## config.mk

```make
export PLATFORM = sky130hd
export DESIGN_NAME = alu
export DESIGN_NICKNAME = d
export VERILOG_FILES = /design/src/mips_pkg.sv /design/src/alu.sv
export SDC_FILE = /design/constraint.sdc
export NUM_CORES = 1
export LEC_CHECK = 0
export ABC_AREA = 1
export BUFFER_PORTS_ARGS = -buffer_cell sky130_fd_sc_hd__buf_4
export CORE_ASPECT_RATIO = 0.7
export CORE_MARGIN = 2
export CORE_UTILIZATION = 55
export DETAILED_ROUTE_END_ITERATION = 10
export PLACE_DENSITY = 0.86
export SYNTH_ARGS = -nofsm -noshare
export SYNTH_HDL_FRONTEND = slang
export SYNTH_SLANG_ARGS = --single-unit
```

## constraint.sdc

```tcl
create_clock -name vclk -period 2.1
set_clock_uncertainty 0.15 [all_clocks]
set_input_delay 0.21 -clock vclk [all_inputs]
set_output_delay 0.21 -clock vclk [all_outputs]
set_load 0.05 [all_outputs]
```

## src/mips_pkg.sv

```systemverilog
package mips_pkg;

    ////////////////////
    // Widths
    ////////////////////

    typedef logic [31:0] word_t;        // Data and address word
    typedef logic [4:0]  reg_addr_t;    // Register index
    typedef logic [5:0]  op_t;          // Opcode or funct field
    typedef logic [3:0]  alu_ctrl_t;    // ALU and hi/lo operation
    typedef logic [1:0]  sel_wa_t;      // Write address select
    typedef logic [1:0]  sel_result_t;  // Writeback source
    typedef logic [1:0]  sel_pc_t;      // Next pc source

    ////////////////////
    // Opcodes
    ////////////////////

    localparam op_t OPCODE_R    = 6'h00;
    localparam op_t OPCODE_J    = 6'h02;
    localparam op_t OPCODE_JAL  = 6'h03;
    localparam op_t OPCODE_BEQ  = 6'h04;
    localparam op_t OPCODE_ADDI = 6'h08;
    localparam op_t OPCODE_LW   = 6'h23;
    localparam op_t OPCODE_SW   = 6'h2b;

    // R-type funct codes
    localparam op_t FUNCT_JR    = 6'h08;
    localparam op_t FUNCT_MFHI  = 6'h10;
    localparam op_t FUNCT_MFLO  = 6'h12;
    localparam op_t FUNCT_MULTU = 6'h19;
    localparam op_t FUNCT_DIVU  = 6'h1b;
    localparam op_t FUNCT_ADD   = 6'h20;
    localparam op_t FUNCT_SUB   = 6'h22;
    localparam op_t FUNCT_AND   = 6'h24;
    localparam op_t FUNCT_OR    = 6'h25;
    localparam op_t FUNCT_SLT   = 6'h2a;

    ////////////////////
    // ALU codes
    ////////////////////

    localparam alu_ctrl_t ADD_AC   = 4'd0;
    localparam alu_ctrl_t SUB_AC   = 4'd1;
    localparam alu_ctrl_t AND_AC   = 4'd2;
    localparam alu_ctrl_t OR_AC    = 4'd3;
    localparam alu_ctrl_t SLT_AC   = 4'd4;
    localparam alu_ctrl_t MULTU_AC = 4'd5;   // Loads hi/lo with product
    localparam alu_ctrl_t DIVU_AC  = 4'd6;   // Loads hi/lo with rem/quot
    localparam alu_ctrl_t MFHI_AC  = 4'd7;
    localparam alu_ctrl_t MFLO_AC  = 4'd8;
    localparam alu_ctrl_t JR_AC    = 4'd9;   // ALU idle, pc takes rs

    // Mux selects
    localparam sel_wa_t     SEL_WA_RT     = 2'd0;
    localparam sel_wa_t     SEL_WA_RD     = 2'd1;
    localparam sel_wa_t     SEL_WA_RA     = 2'd2;   // Link register 31
    localparam sel_result_t SEL_RES_ALU   = 2'd0;
    localparam sel_result_t SEL_RES_MEM   = 2'd1;
    localparam sel_result_t SEL_RES_PC4   = 2'd2;
    localparam sel_result_t SEL_RES_HILO  = 2'd3;
    localparam sel_pc_t     SEL_PC_SEQ    = 2'd0;   // pc+4 or branch
    localparam sel_pc_t     SEL_PC_JUMP   = 2'd1;
    localparam sel_pc_t     SEL_PC_REG    = 2'd2;

endpackage

```

## src/alu.sv

```systemverilog
`timescale 1ns/1ns

module alu
    import mips_pkg::*;
(
    input  word_t     a,
    input  word_t     b,
    input  alu_ctrl_t alu_ctrl,
    output word_t     result,
    output logic      zero
);

    word_t sum;
    word_t diff;
    logic  lt;

    assign sum  = a + b;                       // Wraps, no overflow trap
    assign diff = a - b;
    assign lt   = $signed(a) < $signed(b);     // Signed compare for slt

    // Equal operands for beq
    assign zero = (diff == '0);

    always_comb begin
        case (alu_ctrl)
            ADD_AC:  result = sum;
            SUB_AC:  result = diff;
            AND_AC:  result = a & b;
            OR_AC:   result = a | b;
            SLT_AC:  result = {31'b0, lt};
            default: result = sum;   // hi/lo and jr codes leave ALU unused
        endcase
    end

endmodule

```

==> results of run 1 <==
[through the flow]
stage          hold slack, ns  area, um2  TNS [ns]  std cells
2_1_floorplan           0.552       6760     -1.64       1140
3_3_place_gp            0.862       9380    -14.94       1613
3_5_place_dp            0.876       9380    -16.63       1613
[logic make-up after synthesis]
| group | after synthesis |
|---|---|
| compound gates | 191 |
| buf+inv | 248 |
| simple gates | 587 |
| fa+ha+maj | 99 |
| xor+xnor | 15 |
==> reports/metrics.cfg, run 1 <==
[yosys]
synth.most_common_cell=nand2_1
synthMuxAreaShare_pct=0
synth.top_cells.by_area=nand2_1 (20%), ha_1 (20%), inv_1 (12%)
synth_area_um2=6200
synth_top_family_by_area=simple AND/OR/NAND/NOR gates
synth_compound_gate_area_share_pct=18.2
synth_adder_area_share_pct=20.2
yosysSeqAreaShare_pct=0
syn_nets=1307
yosysTopAreaCell=nand2_1
synth_top_area_share_pct=19.7
synth-xor-area-share_pct=2.12
synthTopCellsByCount=nand2_1 (325), inv_1 (194), ha_1 (97), nor2_1 (97), a21oi_1 (80)
ys_warn_count=0
avgSynthCellArea_um2=5.44
synth_cell_type_count=53
syn_inst=1140
synthSimpleGateAreaFrac_pct=42.1

[floorplan]
num_io_pins=101
fp.dieW_um=131
die_h_um=92.8
rows=32
initial_core_util_pct=56.3

[clock_tree]
hold_buffers=0
postCtsResizedCells=480
cts_setup_buffers=51

[placed_design]
globalplace.congestion=1.15
hpwl_um=24400
numPortBuffers=101
place_ws_ns=-0.827

[run_status]
status=stopped before the end
stop_stage=4_1_cts
error=[ERROR DPL-0038] Utilization greater than 100%, impossible to legalize

==> inputs of run 2 (changes only) <==
Settings changed: CORE_ASPECT_RATIO 0.7 to default, CORE_UTILIZATION 55 to 40, PLACE_DENSITY 0.86 to default, PLACE_DENSITY_LB_ADDON from default to 0.15.
Clock period 2.1 ns to 2.75 ns, I/O delays scaled along.
==> run 2 against run 1 <==
The flow now finishes, with violations (setup timing). Synthesized area unchanged. Synthesized cell count unchanged.
==> reports/metrics.cfg, run 2 <==
[cells_and_area]
regArea_um2=0
clkbuf_count=0
n_sequential_cell=0
mostFrequentLayoutCells=buf_4 (320), nand2_1 (279), inv_1 (178)
diodes=0
area_delta_synth_final_pct=58.3
fillers=1464
postLayoutCoreUtil_pct=64.8
final_common_cell=buf_4
final_nets=1613
multi_input_area_um2=6100
final_layout_size_suffix_gt1_share_pct=40.3
final_area_um2=9810

[floorplan]
dieArea_um2=16500
core-area_um2=15100
die_h_um=128  ; was 92.8 um
fp.dieW_um=128  ; was 131 um
rows=45  ; was 32
initial_core_util_pct=40.9  ; was 56.3%
num_io_pins=101  ; unchanged

[yosys]
synth.most_common_cell=nand2_1  ; unchanged
synthTopCellsByCount=nand2_1 (325), inv_1 (194), ha_1 (97), nor2_1 (97), a21oi_1 (80)  ; unchanged
syn_inst=1140  ; unchanged
yosysTopAreaCell=nand2_1  ; unchanged
synth_top_area_share_pct=19.7  ; unchanged
synth_area_um2=6200  ; unchanged
synth.top_cells.by_area=nand2_1 (20%), ha_1 (20%), inv_1 (12%)  ; unchanged
yosysSeqAreaShare_pct=0  ; unchanged
synth_cell_type_count=53  ; unchanged
avgSynthCellArea_um2=5.44  ; unchanged
ys_warn_count=0  ; unchanged
syn_nets=1307  ; unchanged

[timing]
rsz0062_at_grt=yes
post-route-min-period_ns=2.87
max-slew-margin-rel_pct=66.3
drv_slew=0
fin_setup_tns_ns=-0.207
clock.fmax_mhz=349
setup-violations-final=3
worst_pin_slew_ns=0.505
finalHoldViolations=0
holdWs_ns=0.835
period_share_pct=104
fin_ws_ns=-0.116

[power_and_ir_drop]
p_sw_share_pct=58.5
power_frac_comb_pct=100.0
intPower_mw=1.11
pwr_density_cell_nw_per_um2=273
seqPwrFrac_pct=0
ir_drop_mv=0.221
leakage_nw=5.17
p_clk_share_pct=0
power_switching_mw=1.57

[run_status]
status=finished with violations  ; was stopped before the end
violations=setup timing

[routing]
num_vias=8431
firstDrtPassIters=5
viasPerCell=5.17
drt-total-wl_um=26400
detail_route.wl_per_cell_um=16.2
drt_iter0_markers=674
drtAntennaViolNets=0
route.detailed.drc=0

[setup_path]
arrival_ns=2.44
critPathMostFrequentCell=nand2_1
start_kind=input port
crit_chain=buf_8 > inv_4 > ha_4 > inv_2 > fa_2 > nand2_1 > nand2_2 > nand3_4 > nand2_8 > nand2_4 > nand4_1 > nand2_1 > nand3_2 > nor2_2 > nand2_1 > nor2_2 > nand2_1 > nor2_2 > buf_6
critPathMaxStageDelay_ns=0.36
endpoint_kind=primary output
critPathMaxFanout=4
cp-startpoint=a[0]
critPathSlowestCell=fa_2
path_class=input port to primary output
worstPathRequired_ns=2.33

[placed_design]
numPortBuffers=101  ; unchanged
hpwl_um=21500  ; was 24,400 um
globalplace.congestion=1.02  ; was 1.15
place_area_um2=8680  ; was 9380 um2
place_ws_ns=-0.327  ; was -0.827 ns

[global_routing]
global_route.usage.met3_pct=5.45
met2_usage_pct=51.6
use_met1_pct=41.9
antenna_found_initial=0
grt_max_degree=33
overflow=0
grt_busiest_layer=met2
grt_pass1_vias=8032
grt_util_all_layers_pct=31.0
grt_pass1_wl_um=40300

[worst_hold_path]
min_from=alu_ctrl[3]
hold_path_class=input port to primary output

[job]
drv_cap=0

[clock_tree]
hold_buffers=0  ; unchanged

-- run 2: through the flow --
stage / power, mW / instances
after floorplan: 1.33 / 1140
after global placement: 2.30 / 1621
after detailed placement: 2.30 / 1621
after CTS: 2.46 / 1626
after global routing: 2.87 / 1632
final: 2.68 / 1632
-- run 2: path summary, 6_finish.rpt --
check | end | depth (start not counted)
hold / removal | result[0] | 5
setup / recovery | zero | 19
-- run 2: cells by family (layout without fill, tap and decap cells) --
group                    Yosys count  after routing  synth area share, %
buffers and inverters            248            552                 17.4
AND/OR/NAND/NOR                  587            587                 42.1
adder cells (fa/ha/maj)           99             99                 20.2
AO/OA/AOI/OAI                    191            191                 18.2
XOR/XNOR                          15             15                 2.12
-- run 2: power by group through the flow --
| stage | Clock [mW] | Combinational, mW | Sequential, mW |
|---|---|---|---|
| floorplan | 0 | 1.33 | 0 |
| global placement | 0 | 2.30 | 0 |
| detailed placement | 0 | 2.30 | 0 |
| CTS | 0 | 2.46 | 0 |
| global route | 0 | 2.87 | 0 |
| finish | 0 | 2.68 | 0 |
-- run 2: area by class of cell --
type,instances,area share [%]
tap,188,2.40
inverter,210,8.15
timing repair buffer,342,27.3
multi-input combinational,892,62.1
-- run 2: critical path, delay by kind of cell --
| kind | cells | cell delay, ns |
|---|---|---|
| fa+ha+maj | 2 | 0.48 |
| simple gates | 13 | 1.32 |
| buf+inv | 4 | 0.35 |
-- run 2: layer usage --
layer	vias to the layer above	share of wire, %	wire, um
met2	319	45	11800
li1	4226	-	-
met5	-	0	0
met4	0	2.0	517
met3	40	8.3	2190
met1	3846	45	11900
-- run 2: timing repair --
item / 4_1_cts / 5_1_grt
gates resized for setup: 124 / 136
endpoints found under the setup margin: 23 / 24
buffers inserted: 5 / 6
pin swaps: 18 / 34
(Power assumes the default switching activity.)
==> inputs of run 3 (changes only) <==
Settings changed: CORE_MARGIN 2 to 5.
==> run 3 against run 2 <==
The run still ends with setup timing left. Maximum frequency rose by 0.34%. Die area rose by 9.6%. Worst setup slack better by 0.0098 ns. Cell area decreased by 0.68%. Critical endpoint unchanged.
==> reports/metrics.cfg, run 3 (synthesis results as in run 2) <==
[run_status]
status=finished with violations  ; unchanged
violations=setup timing  ; unchanged

[cells_and_area]
regArea_um2=0  ; unchanged
fillers=1517  ; was 1,464
final_nets=1617  ; was 1,613
n_sequential_cell=0  ; unchanged
area_delta_synth_final_pct=57.2  ; was 58.3%
final_layout_size_suffix_gt1_share_pct=41.0  ; was 40.3%
final_cells=1636  ; was 1,632
final_common_cell=buf_4  ; unchanged
mostFrequentLayoutCells=buf_4 (324), nand2_1 (274), inv_1 (169)  ; was buf_4 (320), nand2_1 (279), inv_1 (178)
clkbuf_count=0  ; unchanged
diodes=0  ; unchanged
postLayoutCoreUtil_pct=64.1  ; was 64.8%
final_area_um2=9740  ; was 9810 um2

[timing]
period_share_pct=104  ; about the same
rsz0062_at_grt=yes  ; unchanged
drv_slew=0  ; unchanged
finalHoldViolations=0  ; unchanged
worst_pin_slew_ns=0.538  ; was 0.505 ns
setup-violations-final=6  ; was 3
max-slew-margin-rel_pct=63.8  ; was 66.3%
post-route-min-period_ns=2.86  ; was 2.87 ns
fin_ws_ns=-0.106  ; was -0.116 ns
clock.fmax_mhz=350  ; was 349 MHz

[setup_path]
path_class=input port to primary output  ; unchanged
cp_top_family=simple AND/OR/NAND/NOR gates  ; unchanged
crit_chain=buf_6 > inv_4 > ha_4 > inv_2 > fa_2 > buf_4 > xnor2_1 > nor3_2 > nand3_1 > nor2_1 > nand2_1 > nor2_1 > nand3_1 > nor2_2 > nand2_1 > nor2_2 > buf_6  ; was buf_8 > inv_4 > ha_4 > inv_2 > fa_2 > nand2_1 > nand2_2 > nand3_4 > nand2_8 > nand2_4 > nand4_1 > nand2_1 > nand3_2 > nor2_2 > nand2_1 > nor2_2 > nand2_1 > nor2_2 > buf_6
endpoint_kind=primary output  ; unchanged
arrival_ns=2.43  ; was 2.44 ns
start_kind=input port  ; unchanged
critPathSlowestCell=fa_2  ; unchanged
critPathMaxFanout=3  ; was 4
critPathBufInv=5  ; was 4
worstPathRequired_ns=2.33  ; about the same
critPathMaxStageDelay_ns=0.37  ; was 0.36 ns

[power_and_ir_drop]
ir_drop_mv=0.196  ; was 0.221 mV
power_frac_comb_pct=100.0  ; about the same
leakage_nw=5.16  ; was 5.17 nW
intPower_mw=1.10  ; was 1.11 mW
seqPwrFrac_pct=0  ; about the same
power_switching_mw=1.57  ; about the same
finalPower_mw=2.67  ; was 2.68 mW
p_sw_share_pct=59.0  ; was 58.5%
pwr_density_cell_nw_per_um2=274  ; was 273 nW/um2
p_clk_share_pct=0  ; about the same

[routing]
wl_met1_um=12600  ; was 11,900 um
drt_iter0_markers=711  ; was 674
routed-wl-met3_um=2230  ; was 2190 um
firstDrtPassIters=5  ; unchanged
highest_layer=met4  ; unchanged
route.detailed.drc=0  ; unchanged
drtAntennaViolNets=0  ; unchanged
wl_met2_um=12100  ; was 11,800 um
drt-total-wl_um=27500  ; was 26,400 um
detail_route.wl_per_cell_um=16.8  ; was 16.2 um
num_vias=8540  ; was 8,431
viasPerCell=5.22  ; was 5.17

[floorplan]
rows=45  ; unchanged
initial_core_util_pct=40.8  ; was 40.9%
fp.dieW_um=134  ; was 128 um
dieArea_um2=18100  ; was 16,500 um2
die_h_um=134  ; was 128 um
core-area_um2=15200  ; was 15,100 um2
num_io_pins=101  ; unchanged

[global_routing]
antenna_found_initial=0  ; unchanged
grt_pass1_wl_um=41000  ; was 40,300 um
overflow=0  ; unchanged
grt_util_all_layers_pct=28.3  ; was 31.0%
grt_max_degree=24  ; was 33
grt_pass1_vias=7900  ; was 8,032

[placed_design]
place_area_um2=8640  ; was 8680 um2
hpwl_um=22900  ; was 21,500 um
numPortBuffers=101  ; unchanged
dp_cells=1620  ; was 1,621
globalplace.congestion=1.02  ; about the same

[worst_hold_path]
min_from=alu_ctrl[3]  ; unchanged
min_to=result[0]  ; unchanged
hold_path_class=input port to primary output  ; unchanged
min_path_cells=5  ; unchanged

[clock_tree]
hold_buffers=0  ; unchanged

[job]
drv_cap=0  ; unchanged

[run 3: changes by cell type in the layout (fill, tap and decap cells not counted), sizes merged]
cell and change:
buf +4, inv +2, clkinv -1, clkinvlp -1
[run 3: routing by layer]
metal	global-route usage, %	vias to the layer above
li1	-	4240
met1	42.7	3902
met2	44.8	355
met3	2.12	43
met4	4.07	0
met5	0	-
[run 3: final cells by class]
class	instances	area (um2)	area share, %
Tap cell	188	235	2.41
Inverter	210	798	8.19
Timing Repair Buffer	346	2690	27.6
Multi-Input combinational cell	892	6020	61.8
[run 3: worst max path at each step]
stage          start         end  slack [ns]  depth (start not counted)
3_5_place_dp    a[0]        zero       -0.32                         21
5_1_grt         a[0]        zero       -0.20                         17
2_1_floorplan  a[12]  result[21]        0.01                         11
4_1_cts         a[0]        zero       -0.11                         21
3_3_place_gp    a[0]        zero       -0.33                         21
6_report        a[0]        zero       -0.11                         17
[run 3: metrics by stage]
step                TNS (ns)  setup slack, ns  hold WS, ns
floorplan                  0           0.0117        0.689
global placement       -2.75           -0.328        0.848
detailed placement     -3.08           -0.324        0.856
global route          -0.971           -0.199        0.858
CTS                   -0.206           -0.114        0.860
finish                -0.382           -0.106        0.827
[run 3: tightest hold or removal path: stages]
cell and delay [ns]:
buf_4 0.08, nor3b_1 0.05, nand2_1 0.08, o21bai_2 0.06, buf_6 0.15
[run 3: power groups by stage]
stage,combinational (mW),clock (mW),sequential [mW]
2_1_floorplan,1.33,0,0
3_3_place_gp,2.30,0,0
3_5_place_dp,2.30,0,0
4_1_cts,2.41,0,0
5_1_grt,2.85,0,0
6_report,2.67,0,0
[run 3: timing repair]
action / 4_1_cts / 5_1_grt
setup endpoints to repair: 24 / 25
setup buffers: 3 / 13
gates resized for setup: 88 / 181
pin swaps: 27 / 46
==> inputs of run 4 (changes only) <==
Settings changed: CORE_UTILIZATION 40 to 35, SETUP_SLACK_MARGIN from default to 0.05.
==> run 4 against run 3 <==
The run still ends with setup timing left. Routed wire length is 5.2% higher. Cell area increased by 8.5%. Global-route usage is 2.2 points lower. Via count up 2.0%. Hold slack improved by 0.016 ns. First-iteration DRC count decreased by 3.9%. Flip-flop and latch count unchanged. Maximum frequency is 0.59% lower. Non-clock buffer count up 39. Total power grew 9.3%. Critical path depth increased by 3.
==> reports/metrics.cfg, run 4 (synthesis results as in run 2) <==
[power_and_ir_drop]
ir_drop_mv=0.196  ; about the same
leakage_nw=5.47  ; was 5.16 nW
pwr_density_cell_nw_per_um2=276  ; was 274 nW/um2

[timing]
setup-violations-final=4  ; was 6
fin_ws_ns=-0.123  ; was -0.106 ns
drv_slew=0  ; unchanged
finalHoldViolations=0  ; unchanged
holdWs_ns=0.843  ; was 0.827 ns
worst_pin_slew_ns=0.435  ; was 0.538 ns
post-route-min-period_ns=2.87  ; was 2.86 ns
period_share_pct=104  ; about the same
max-slew-margin-rel_pct=71.0  ; was 63.8%
rsz0062_at_grt=yes  ; unchanged
clock.fmax_mhz=348  ; was 350 MHz

[floorplan]
initial_core_util_pct=35.7  ; was 40.8%
die_h_um=143  ; was 134 um
fp.dieW_um=143  ; was 134 um
dieArea_um2=20500  ; was 18,100 um2
core-area_um2=17400  ; was 15,200 um2
num_io_pins=101  ; unchanged
rows=48  ; was 45

[run_status]
violations=setup timing  ; unchanged
status=finished with violations  ; unchanged

[setup_path]
critPathMaxFanout=7  ; was 3
path_class=input port to primary output  ; unchanged
arrival_ns=2.45  ; was 2.43 ns
worstPathRequired_ns=2.33  ; about the same
endpoint_kind=primary output  ; unchanged
start_kind=input port  ; unchanged

[routing]
drt-total-wl_um=28900  ; was 27,500 um
drtAntennaViolNets=0  ; unchanged
num_vias=8711  ; was 8,540
viasPerCell=5.09  ; was 5.22
drt_iter0_markers=683  ; was 711
route.detailed.drc=0  ; unchanged
firstDrtPassIters=6  ; was 5
detail_route.wl_per_cell_um=16.9  ; was 16.8 um

[placed_design]
globalplace.congestion=0.989  ; was 1.02
dp_cells=1694  ; was 1,620
numPortBuffers=101  ; unchanged
place_ws_ns=-0.360  ; was -0.324 ns
hpwl_um=23700  ; was 22,900 um

[job]
drv_cap=0  ; unchanged

[cells_and_area]
regArea_um2=0  ; unchanged
final_layout_size_suffix_gt1_share_pct=48.8  ; was 41.0%
final_common_cell=buf_4  ; unchanged
n_sequential_cell=0  ; unchanged
clkbuf_count=0  ; unchanged
postLayoutCoreUtil_pct=60.9  ; was 64.1%
mostFrequentLayoutCells=buf_4 (351), nand2_1 (248), inv_1 (152)  ; was buf_4 (324), nand2_1 (274), inv_1 (169)
final_nets=1656  ; was 1,617
fillers=1778  ; was 1,517
diodes=0  ; unchanged
final_cells=1712  ; was 1,636
area_delta_synth_final_pct=70.6  ; was 57.2%

[global_routing]
grt_pass1_vias=8158  ; was 7,900
antenna_found_initial=0  ; unchanged
overflow=0  ; unchanged
grt_util_all_layers_pct=26.1  ; was 28.3%
grt_max_degree=33  ; was 24
grt_pass1_wl_um=42300  ; was 41,000 um

[clock_tree]
hold_buffers=0  ; unchanged

[worst_hold_path]
hold_path_class=input port to primary output  ; unchanged

run 4: cell types whose count changed in the layout (fill, tap and decap cells not counted), sizes merged:
cell / previous run / this run
buf: 346 / 385
run 4: stage by stage:
stage / cell area (um2) / TNS, ns / power [mW]
finish: 10600 / -0.231 / 2.92
global route: 10600 / -1.23 / 3.10
CTS: 9510 / -0.138 / 2.58
detailed placement: 8990 / -3.40 / 2.41
global placement: 8990 / -3.55 / 2.41
floorplan: 6210 / 0 / 1.33
run 4: final timing paths:
path	endpoint	from	cells after the start	slack, ns
max	zero	b[19]	20	-0.12
min	result[0]	alu_ctrl[3]	5	0.84
run 4: area by class of cell:
| cell class | instances | area, um2 | area share [%] |
|---|---|---|---|
| Multi-Input combinational cell | 892 | 6420 | 60.8 |
| Inverter | 210 | 818 | 7.74 |
| Tap cell | 225 | 282 | 2.66 |
| Timing Repair Buffer | 385 | 3050 | 28.8 |
run 4: critical path: stages:
cell     delay, ns
buf_4         0.08
inv_1         0.06
ha_4          0.33
buf_4         0.16
nor2_4        0.05
nand2_2       0.10
buf_4         0.13
inv_1         0.03
nand2_1       0.05
nand2_1       0.08
a21oi_2       0.20
nand2_2       0.08
nand2_2       0.07
nand2_2       0.06
nor2_1        0.10
nand2_1       0.06
nor2_2        0.13
nand2_1       0.07
nor2_2        0.14
buf_6         0.17
run 4: layer usage:
layer	wire length, um	global-route usage (%)	up-vias
met5	0	0	-
met4	467	3.00	0
met3	2170	2.51	35
li1	-	-	4314
met1	13300	39.3	4027
met2	13000	41.5	335
run 4: report_power, final:
group | total, mW | switching, mW | internal [mW]
combinational | 2.92 | 1.69 | 1.23
sequential | 0 | 0 | 0
clock | 0 | 0 | 0
total | 2.92 | 1.69 | 1.23
run 4: timing repair:
action,CTS,global route
pin swaps,21,103
buffers inserted,2,18
resized for setup,130,284
setup endpoints to repair,27,27
